### config.mk
export PLATFORM = sky130hd
export DESIGN_NAME = stk_lk_top
export DESIGN_NICKNAME = d
export VERILOG_FILES = /design/src/hw/stk_pkg.sv /design/src/hw/stk_lk_ctrl.sv /design/src/hw/stk_lk_top.sv /design/src/hw/stk_ptr_table.sv /design/src/hw/stk_sram_cmd.sv
export SDC_FILE = /design/constraint.sdc
export NUM_CORES = 1
export LEC_CHECK = 0
export BUFFER_PORTS_ARGS = -buffer_cell sky130_fd_sc_hd__buf_4
export CAP_MARGIN = 20
export CORE_AREA = 2 2 139 141
export CTS_CLUSTER_DIAMETER = 80
export DETAILED_ROUTE_END_ITERATION = 10
export DIE_AREA = 0 0 141 143
export SYNTH_ARGS = -nofsm -noshare
export SYNTH_HDL_FRONTEND = slang
export SYNTH_HIERARCHICAL = 1
export SYNTH_SLANG_ARGS = --single-unit
### constraint.sdc
create_clock -name clk -period 3 [get_ports clk]
set_input_delay 0.6 -clock clk [delete_from_list [all_inputs] [get_ports clk]]
set_output_delay 0.6 -clock clk [all_outputs]
set_load 0.01 [all_outputs]
### src/hw/stk_pkg.sv
// Widths, pointer and bank types of the stack lookup stage
// Opcode and status encodings carried in the microcode
package stk_pkg;

  // Engine contexts supported by the id field
  localparam int ENGS_MAX = 8;
  localparam int ENGID_W = $clog2(ENGS_MAX);

  // Banked SRAM geometry
  localparam int BANKS_N = 4;
  localparam int BANK_ID_W = $clog2(BANKS_N);
  localparam int LINE_ID_W = 6;

  // Pointer is bank id over line id
  localparam int PTR_W = BANK_ID_W + LINE_ID_W;

  // Command and result field widths
  localparam int OPCODE_W = 2;
  localparam int STATUS_W = 2;

  // Engine context id
  typedef logic [ENGID_W-1:0] engid_t;

  // Encoded bank number
  typedef logic [BANK_ID_W-1:0] bank_id_t;

  // One bit per bank
  typedef logic [BANKS_N-1:0] bank_sel_t;

  // Line within a bank
  typedef logic [LINE_ID_W-1:0] line_id_t;

  // List pointer, bank id in the upper bits
  typedef logic [PTR_W-1:0] ptr_t;

  // Lookup commands
  typedef logic [OPCODE_W-1:0] opcode_t;

  localparam opcode_t OPCODE_PUSH = 2'b00;
  localparam opcode_t OPCODE_POP = 2'b01;
  // Pop without the data read
  localparam opcode_t OPCODE_INV = 2'b10;

  // Command result
  typedef logic [STATUS_W-1:0] status_t;

  localparam status_t STATUS_OKAY = 2'b00;
  localparam status_t STATUS_ERREMPTY = 2'b01;
  localparam status_t STATUS_ERRFULL = 2'b10;

endpackage : stk_pkg

### src/hw/stk_lk_ctrl.sv
`timescale 1ns/10ps
// Lookup control: opcode decode, per-engine empty flags,
// command status and the head/tail microcode bits
module stk_lk_ctrl #(
  parameter int ENGS_N = 4
) (
  input  logic              clk
, input  logic              i_reset

// Lookup command
, input  logic              i_lk_vld
, input  stk_pkg::engid_t   i_lk_engid
, input  stk_pkg::opcode_t  i_lk_opcode
, input  logic              i_lk_isfull

// Pointer table read data for this engine
, input  stk_pkg::ptr_t     i_head_ptr
, input  stk_pkg::ptr_t     i_tail_ptr

// Decoded command strobes
, output logic              o_cmd_push
, output logic              o_cmd_pop
, output logic              o_cmd_inv

// Microcode fields
, output stk_pkg::status_t  o_status
, output logic              o_head_upt
, output logic              o_tail_vld
);

  import stk_pkg::*;

  logic [ENGS_N-1:0] empty_r;
  logic [ENGS_N-1:0] empty_nxt;
  logic [ENGS_N-1:0] engid_dec;
  logic              is_empty;
  logic              empty_set;
  logic              empty_clr;
  logic              err_empty;
  logic              err_full;

  // Opcode decode, all three strobes from one block
  always_comb begin
    o_cmd_push = 1'b0;
    o_cmd_pop  = 1'b0;
    o_cmd_inv  = 1'b0;
    if (i_lk_vld) begin
      case (i_lk_opcode)
        OPCODE_PUSH: o_cmd_push = 1'b1;
        OPCODE_POP:  o_cmd_pop  = 1'b1;
        OPCODE_INV:  o_cmd_inv  = 1'b1;
        default:     ;
      endcase
    end
  end

  // One-hot engine id and its empty flag
  always_comb begin
    engid_dec = '0;
    is_empty  = 1'b0;
    for (int i = 0; i < ENGS_N; i++) begin
      if (i_lk_engid == engid_t'(i)) begin
        engid_dec[i] = 1'b1;
        is_empty     = empty_r[i];
      end
    end
  end

  // Pop or inv from an empty stack
  assign err_empty = (o_cmd_pop | o_cmd_inv) & is_empty;
  // Push with no free slot left
  assign err_full = o_cmd_push & i_lk_isfull;

  always_comb begin
    if (err_empty) begin
      o_status = STATUS_ERREMPTY;
    end else if (err_full) begin
      o_status = STATUS_ERRFULL;
    end else begin
      o_status = STATUS_OKAY;
    end
  end

  // First push leaves the engine non-empty
  assign empty_clr = o_cmd_push & is_empty;
  // Pop of the last entry, head meets tail (inv never sets)
  assign empty_set = o_cmd_pop & ~is_empty & (i_head_ptr == i_tail_ptr);

  assign empty_nxt = ~({ENGS_N{empty_clr}} & engid_dec)
                   & (empty_r | ({ENGS_N{empty_set}} & engid_dec));

  // All engines start empty
  always_ff @(posedge clk) begin
    if (i_reset) begin
      empty_r <= '1;
    end else begin
      empty_r <= empty_nxt;
    end
  end

  // Head holds a link only once the stack has an entry
  assign o_head_upt = ~is_empty;
  // Push to empty sets tail together with head
  assign o_tail_vld = o_cmd_push & is_empty;

  // At most one command per cycle
  a_one_cmd : assert property (@(posedge clk) disable iff (i_reset)
    $onehot0({o_cmd_push, o_cmd_pop, o_cmd_inv}));

endmodule : stk_lk_ctrl

### src/hw/stk_lk_top.sv
`timescale 1ns/10ps
// Stack engine lookup stage: pointer tables, control and
// SRAM command generation, microcode out to write-back
module stk_lk_top #(
  parameter int ENGS_N = 4
, parameter int DAT_W = 128
) (
  input  logic                clk
, input  logic                i_reset

// Lookup command
, input  logic                i_lk_vld
, input  stk_pkg::engid_t     i_lk_engid
, input  stk_pkg::opcode_t    i_lk_opcode
, input  logic                i_lk_isfull
, input  logic [DAT_W-1:0]    i_lk_dat
// Freshly allocated slot
, input  stk_pkg::ptr_t       i_lk_ptr

// Write-back update
, input  logic                i_wrbk_vld
, input  stk_pkg::engid_t     i_wrbk_engid
, input  logic                i_wrbk_head_vld
, input  stk_pkg::ptr_t       i_wrbk_head_ptr
, input  logic                i_wrbk_tail_vld
, input  stk_pkg::ptr_t       i_wrbk_tail_ptr

// PREV SRAM
, output stk_pkg::bank_sel_t  o_prev_ce
, output stk_pkg::bank_sel_t  o_prev_oe
, output stk_pkg::line_id_t   o_prev_addr
, output stk_pkg::ptr_t       o_prev_din

// DATA SRAM
, output stk_pkg::bank_sel_t  o_dat_ce
, output stk_pkg::bank_sel_t  o_dat_oe
, output stk_pkg::line_id_t   o_dat_addr
, output logic [DAT_W-1:0]    o_dat_din

// Microcode to write-back
, output logic                o_uc_vld
, output stk_pkg::engid_t     o_uc_engid
, output stk_pkg::bank_sel_t  o_uc_bank_sel
, output stk_pkg::opcode_t    o_uc_opcode
, output stk_pkg::status_t    o_uc_status
, output logic                o_uc_head_vld
, output logic                o_uc_head_upt
, output stk_pkg::ptr_t       o_uc_head_ptr
, output logic                o_uc_tail_vld
, output stk_pkg::ptr_t       o_uc_tail_ptr
);

  import stk_pkg::*;

  ptr_t head_ptr;
  ptr_t tail_ptr;
  logic cmd_push;
  logic cmd_pop;
  logic cmd_inv;

  // Head and tail of the addressed engine
  stk_ptr_table #(.ENGS_N(ENGS_N)) u_ptr_table (
    .clk              (clk)
  , .i_reset          (i_reset)
  , .i_rd_engid       (i_lk_engid)
  , .o_head_ptr       (head_ptr)
  , .o_tail_ptr       (tail_ptr)
  , .i_wrbk_vld       (i_wrbk_vld)
  , .i_wrbk_engid     (i_wrbk_engid)
  , .i_wrbk_head_vld  (i_wrbk_head_vld)
  , .i_wrbk_head_ptr  (i_wrbk_head_ptr)
  , .i_wrbk_tail_vld  (i_wrbk_tail_vld)
  , .i_wrbk_tail_ptr  (i_wrbk_tail_ptr)
  );

  // Decode, empty tracking, status
  stk_lk_ctrl #(.ENGS_N(ENGS_N)) u_lk_ctrl (
    .clk          (clk)
  , .i_reset      (i_reset)
  , .i_lk_vld     (i_lk_vld)
  , .i_lk_engid   (i_lk_engid)
  , .i_lk_opcode  (i_lk_opcode)
  , .i_lk_isfull  (i_lk_isfull)
  , .i_head_ptr   (head_ptr)
  , .i_tail_ptr   (tail_ptr)
  , .o_cmd_push   (cmd_push)
  , .o_cmd_pop    (cmd_pop)
  , .o_cmd_inv    (cmd_inv)
  , .o_status     (o_uc_status)
  , .o_head_upt   (o_uc_head_upt)
  , .o_tail_vld   (o_uc_tail_vld)
  );

  // SRAM strobes, issued even on an error status
  stk_sram_cmd u_sram_cmd (
    .i_cmd_push   (cmd_push)
  , .i_cmd_pop    (cmd_pop)
  , .i_cmd_inv    (cmd_inv)
  , .i_alloc_ptr  (i_lk_ptr)
  , .i_head_ptr   (head_ptr)
  , .o_prev_ce    (o_prev_ce)
  , .o_prev_oe    (o_prev_oe)
  , .o_prev_addr  (o_prev_addr)
  , .o_prev_din   (o_prev_din)
  , .o_dat_ce     (o_dat_ce)
  , .o_dat_oe     (o_dat_oe)
  , .o_dat_addr   (o_dat_addr)
  , .o_bank_sel   (o_uc_bank_sel)
  );

  // Payload goes straight to the DATA SRAM
  assign o_dat_din = i_lk_dat;

  // Command fields pass through to write-back
  assign o_uc_vld    = i_lk_vld;
  assign o_uc_engid  = i_lk_engid;
  assign o_uc_opcode = i_lk_opcode;

  // Every decoded command moves the head
  assign o_uc_head_vld = cmd_push | cmd_pop | cmd_inv;
  // New slot becomes head, and tail too when it was empty
  assign o_uc_head_ptr = i_lk_ptr;
  assign o_uc_tail_ptr = i_lk_ptr;

endmodule : stk_lk_top

### src/hw/stk_ptr_table.sv
`timescale 1ns/10ps
// Per-engine head and tail pointer tables
// Asynchronous read port, one write port from write-back
module stk_ptr_table #(
  parameter int ENGS_N = 4
) (
  input  logic              clk
, input  logic              i_reset

// Lookup read port
, input  stk_pkg::engid_t   i_rd_engid
, output stk_pkg::ptr_t     o_head_ptr
, output stk_pkg::ptr_t     o_tail_ptr

// Write-back update
, input  logic              i_wrbk_vld
, input  stk_pkg::engid_t   i_wrbk_engid
, input  logic              i_wrbk_head_vld
, input  stk_pkg::ptr_t     i_wrbk_head_ptr
, input  logic              i_wrbk_tail_vld
, input  stk_pkg::ptr_t     i_wrbk_tail_ptr
);

  import stk_pkg::*;

  ptr_t head_r [ENGS_N];
  ptr_t tail_r [ENGS_N];

  // Read mux, unmapped ids read as zero
  always_comb begin
    o_head_ptr = '0;
    o_tail_ptr = '0;
    for (int i = 0; i < ENGS_N; i++) begin
      if (i_rd_engid == engid_t'(i)) begin
        o_head_ptr = head_r[i];
        o_tail_ptr = tail_r[i];
      end
    end
  end

  // Write port, new value readable next cycle
  always_ff @(posedge clk) begin
    if (i_reset) begin
      for (int i = 0; i < ENGS_N; i++) begin
        head_r[i] <= '0;
        tail_r[i] <= '0;
      end
    end else if (i_wrbk_vld) begin
      for (int i = 0; i < ENGS_N; i++) begin
        if (i_wrbk_engid == engid_t'(i)) begin
          // Head and tail enables are independent
          if (i_wrbk_head_vld) begin
            head_r[i] <= i_wrbk_head_ptr;
          end
          if (i_wrbk_tail_vld) begin
            tail_r[i] <= i_wrbk_tail_ptr;
          end
        end
      end
    end
  end

  // Write-back stage only ever names a configured engine
  a_wrbk_engid : assert property (@(posedge clk) disable iff (i_reset)
    i_wrbk_vld |-> (int'(i_wrbk_engid) < ENGS_N));

endmodule : stk_ptr_table

### src/hw/stk_sram_cmd.sv
`timescale 1ns/10ps
// Bank decode and PREV/DATA SRAM strobe, address and
// write data generation for one lookup command
module stk_sram_cmd (
// Command strobes
  input  logic                i_cmd_push
, input  logic                i_cmd_pop
, input  logic                i_cmd_inv

// Allocated slot and current head
, input  stk_pkg::ptr_t       i_alloc_ptr
, input  stk_pkg::ptr_t       i_head_ptr

// PREV SRAM
, output stk_pkg::bank_sel_t  o_prev_ce
, output stk_pkg::bank_sel_t  o_prev_oe
, output stk_pkg::line_id_t   o_prev_addr
, output stk_pkg::ptr_t       o_prev_din

// DATA SRAM
, output stk_pkg::bank_sel_t  o_dat_ce
, output stk_pkg::bank_sel_t  o_dat_oe
, output stk_pkg::line_id_t   o_dat_addr

// Bank touched, for write-back
, output stk_pkg::bank_sel_t  o_bank_sel
);

  import stk_pkg::*;

  bank_sel_t alloc_sel;
  bank_sel_t head_sel;
  line_id_t  alloc_line;
  line_id_t  head_line;
  logic      rd_head;

  // Bank id field to one-hot select
  function automatic bank_sel_t bank_dec(input ptr_t ptr);
    bank_id_t bank;
    bank = ptr[PTR_W-1 -: BANK_ID_W];
    return bank_sel_t'(1) << bank;
  endfunction

  assign alloc_sel  = bank_dec(i_alloc_ptr);
  assign head_sel   = bank_dec(i_head_ptr);
  assign alloc_line = i_alloc_ptr[LINE_ID_W-1:0];
  assign head_line  = i_head_ptr[LINE_ID_W-1:0];

  // Pop and inv both walk to the previous entry
  assign rd_head = i_cmd_pop | i_cmd_inv;

  // PREV: push writes the new slot, pop/inv read the head
  assign o_prev_ce = ({BANKS_N{i_cmd_push}} & alloc_sel)
                   | ({BANKS_N{rd_head}} & head_sel);
  assign o_prev_oe = {BANKS_N{rd_head}} & head_sel;
  assign o_prev_addr = i_cmd_push ? alloc_line : head_line;
  // Only consumed on a push write
  assign o_prev_din = i_alloc_ptr;

  // DATA: inv leaves the payload untouched
  assign o_dat_ce = ({BANKS_N{i_cmd_push}} & alloc_sel)
                  | ({BANKS_N{i_cmd_pop}} & head_sel);
  assign o_dat_oe = {BANKS_N{i_cmd_pop}} & head_sel;
  assign o_dat_addr = i_cmd_push ? alloc_line
                    : i_cmd_pop  ? head_line
                    : '0;

  assign o_bank_sel = i_cmd_push ? alloc_sel : head_sel;

  // One bank per SRAM per command, relies on exclusive strobes upstream
  always_comb begin
    a_prev_ce : assert ($onehot0(o_prev_ce));
    a_dat_ce : assert ($onehot0(o_dat_ce));
  end

endmodule : stk_sram_cmd

==> impl_metrics.tcl <==
set metrics [dict create \
    cp.required_ns 2.40 \
    detail_route.wl_per_cell_um 25.64 \
    cts_tree "yes" \
    dp_hpwl_um 14300 \
    cp-start-kind "input port" \
    synth_edf_count 64 \
    ir_drop_mv 0.2659 \
    dieArea_um2 20160 \
    drt_iter0_drc 238 \
    ctsRootBufferMaster "clkbuf_16" \
    synth_cell_types 57 \
    grt_max_degree 33 \
    worst-setup-path-type "input port to output port" \
    diodes 0 \
    endpoint_kind "output port" \
    reg2reg_slack_ns 1.23 \
    ys_seq_area_frac 0.3926 \
    hold_class "flop to flop" \
    htree_num_levels 3 \
    grt_pass1_wl_um 23750 \
    core_area_um2 18580 \
    worst_slew_pin_slew_ns 0.5754 \
    drv_slew 0 \
    portBuffers 105 \
    fmax_mhz 352.5 \
    ys.flop_type "edfxtp_1" \
    placed_area_um2 4936 \
    area_delta_synth_final_pct 2.479 \
    final_hold_viol_count 0 \
    netlist_area_um2 5099 \
    rows 50 \
    clk_latency_ns 0.33 \
    dp_slack_ns 0.1772 \
    period_share 0.9455 \
    ys_warn_count 6 \
    period_needed_ns 2.837 \
    finalWirelength_um 17430 \
    maxCapViolations 0 \
    ant_nets 0 \
    hold_buffers 0 \
    critPathArrivalTime_ns 2.24 \
    cts.sinks 68 \
    drtPass1Iterations 5 \
    rr_endpoint "u_lk_ctrl/empty_r[2]" \
    yosys.area.top_type "edfxtp_1" \
    finalWorstSetupSlack_ns 0.1634 \
    critical_path_peak_fanout 18 \
    hold_start "u_lk_ctrl/empty_r[1]" \
    reg2reg_from "u_ptr_table/head_r[2][5]" \
    cts_resized 0 \
    die_w_um 141 \
    slew_headroom 0.6150 \
    path_clk_slew_ns 0.05 \
    synth-async-reset-ratio 0 \
    timing.setup.tns_ns 0 \
    cts-buffers-inserted 9 \
    io_pins 362 \
    final_core_util 0.2812 \
    drc_errors 0 \
    postCtsSetupRepairBufs 0 \
    status "complete, no violations" \
    layout.nets 608 \
    skew_ns 0.007882 \
    ys_seq_elements 68 \
    first_global_vias 3357 \
    via_per_inst 4.904 \
    worstHoldPathCells 2 \
    gp_congestion 0.7704 \
    p_per_area_nw_per_um2 494.1 \
    setup_viol 0 \
    syn_avg_cell_area_um2 10.28 \
    antenna_found_initial 0 \
    final.fill_count 1885 \
    leakagePower_nw 2.177 \
    synth_cells 496 \
    ys_top_cells_by_area "edfxtp_1 (38%), buf_4 (23%), mux2i_1 (6.3%)" \
    r2r_cells 7 \
    final_cell_area_um2 5225 \
    fp.dieH_um 143 \
    cts_max_path_buffers 2 \
    holdPathEnd "u_lk_ctrl/empty_r[1]" \
    rsz0062_at_grt "false" \
    yosysTopAreaCellShare 0.3769 \
    initial_utilization 0.2744 \
    mappedNetlistNets 663 \
    drive_gt1_frac 0.3857 \
    track_usage 0.1668 \
    overflow 0 \
    vias 3335 \
]
registers in the layout, summed over array words and instances (netlist names):
name	count
u_lk_ctrl/empty_r	4
u_ptr_table/tail_r	32
u_ptr_table/head_r	32
critical path: stages:
cell and delay (ns):
buf_4 0.13, or3b_2 0.57, inv_1 0.11, buf_4 0.24, and2b_4 0.26, a22o_1 0.19
buf_4 0.14
worst max-delay path by stage:
stage                         startpoint            end  slack [ns]  cells past startpoint
final                     i_lk_opcode[1]  o_dat_addr[3]        0.16                      7
after global placement    i_lk_opcode[1]  o_dat_addr[1]        0.21                      7
after detailed placement  i_lk_opcode[1]  o_dat_addr[1]        0.18                      7
after global routing      i_lk_opcode[1]  o_dat_addr[1]         0.1                      7
after CTS                 i_lk_opcode[1]  o_dat_addr[1]        0.17                      7
after floorplan            i_lk_engid[2]    o_dat_ce[3]        0.25                      6
placed cells by master (no fill, tap or decap), types with 2 or more instances in the layout:
cell       netlist  final
buf_4          159    120
edfxtp_1        64     64
mux2i_1         32     32
and3_1          32     32
nor2_1          22     22
nor3_1          16     16
o22ai_1         16     16
inv_1           10     10
clkbuf_16        0      9
nand3_1          9      9
xor2_1           8      8
nor2_2           8      8
o21ai_1          8      8
nor4_1           7      7
a31o_2           6      6
a22o_1           6      6
mux2_2           6      6
nand3b_1         4      4
nand4_1          4      4
a21oi_1          4      4
dfxtp_1          4      4
nor2b_1          4      4
clkbuf_1        14      3
or3b_1           3      3
nand2b_1         3      3
and2_1           2      2
nor4_2           2      2
nor3_4           2      2
nand2b_4         2      2
o31ai_1          2      2
cell families after synthesis:
logic type                Yosys count  synth area share
buffers and inverters             196            0.2734
and+or+nand+nor                   137            0.1745
DFF                                68            0.3926
AOI/OAI and AO/OA                  47           0.06454
muxes                              40           0.08123
xor gates and xnor gates            8           0.01374
through the flow:
| step | hold slack, ns | std cells | power (mW) |
|---|---|---|---|
| global placement | 0.4910 | 664 | 1.569 |
| detailed placement | 0.4997 | 664 | 1.577 |
| CTS | 0.5106 | 680 | 2.605 |
| global route | 0.5336 | 680 | 2.667 |
| finish | 0.5108 | 680 | 2.581 |
| floorplan | 0.4676 | 496 | 1.561 |
Yosys cell counts, types with 6 or more instances:
cell type / instances
nor2_2: 8
edfxtp_1: 64
nor3_1: 16
mux2i_1: 32
inv_1: 10
nor2_1: 22
o21ai_1: 8
buf_4: 159
and3_1: 32
xor2_1: 8
buf_2: 7
a22o_1: 6
o22ai_1: 16
nand3_1: 9
nor4_1: 7
a31o_2: 6
clkbuf_1: 14
mux2_2: 6
final cells by class:
cell class | count | area (µm²) | share of cell area
tap | 234 | 292.8 | 0.05603
multi-input combinational | 232 | 1703 | 0.3259
timing repair buffer | 120 | 900.9 | 0.1724
sequential | 68 | 2002 | 0.3831
inverter | 10 | 37.54 | 0.007184
clock inverter | 3 | 38.79 | 0.007423
clock buffer | 13 | 250.2 | 0.04789
per-layer routing:
metal  global-route usage  part of all wire
met4              0.05526             0.019
met1               0.1724              0.35
met2               0.2516              0.45
met5              0.01003                 0
met3               0.1388              0.18
power breakdown:
group	switching [mW]	internal (mW)
Sequential	0.0140	1.09
Combinational	0.259	0.190
Clock	0.365	0.662
Total	0.638	1.94
No activity file was read; power rests on OpenSTA's default activity.
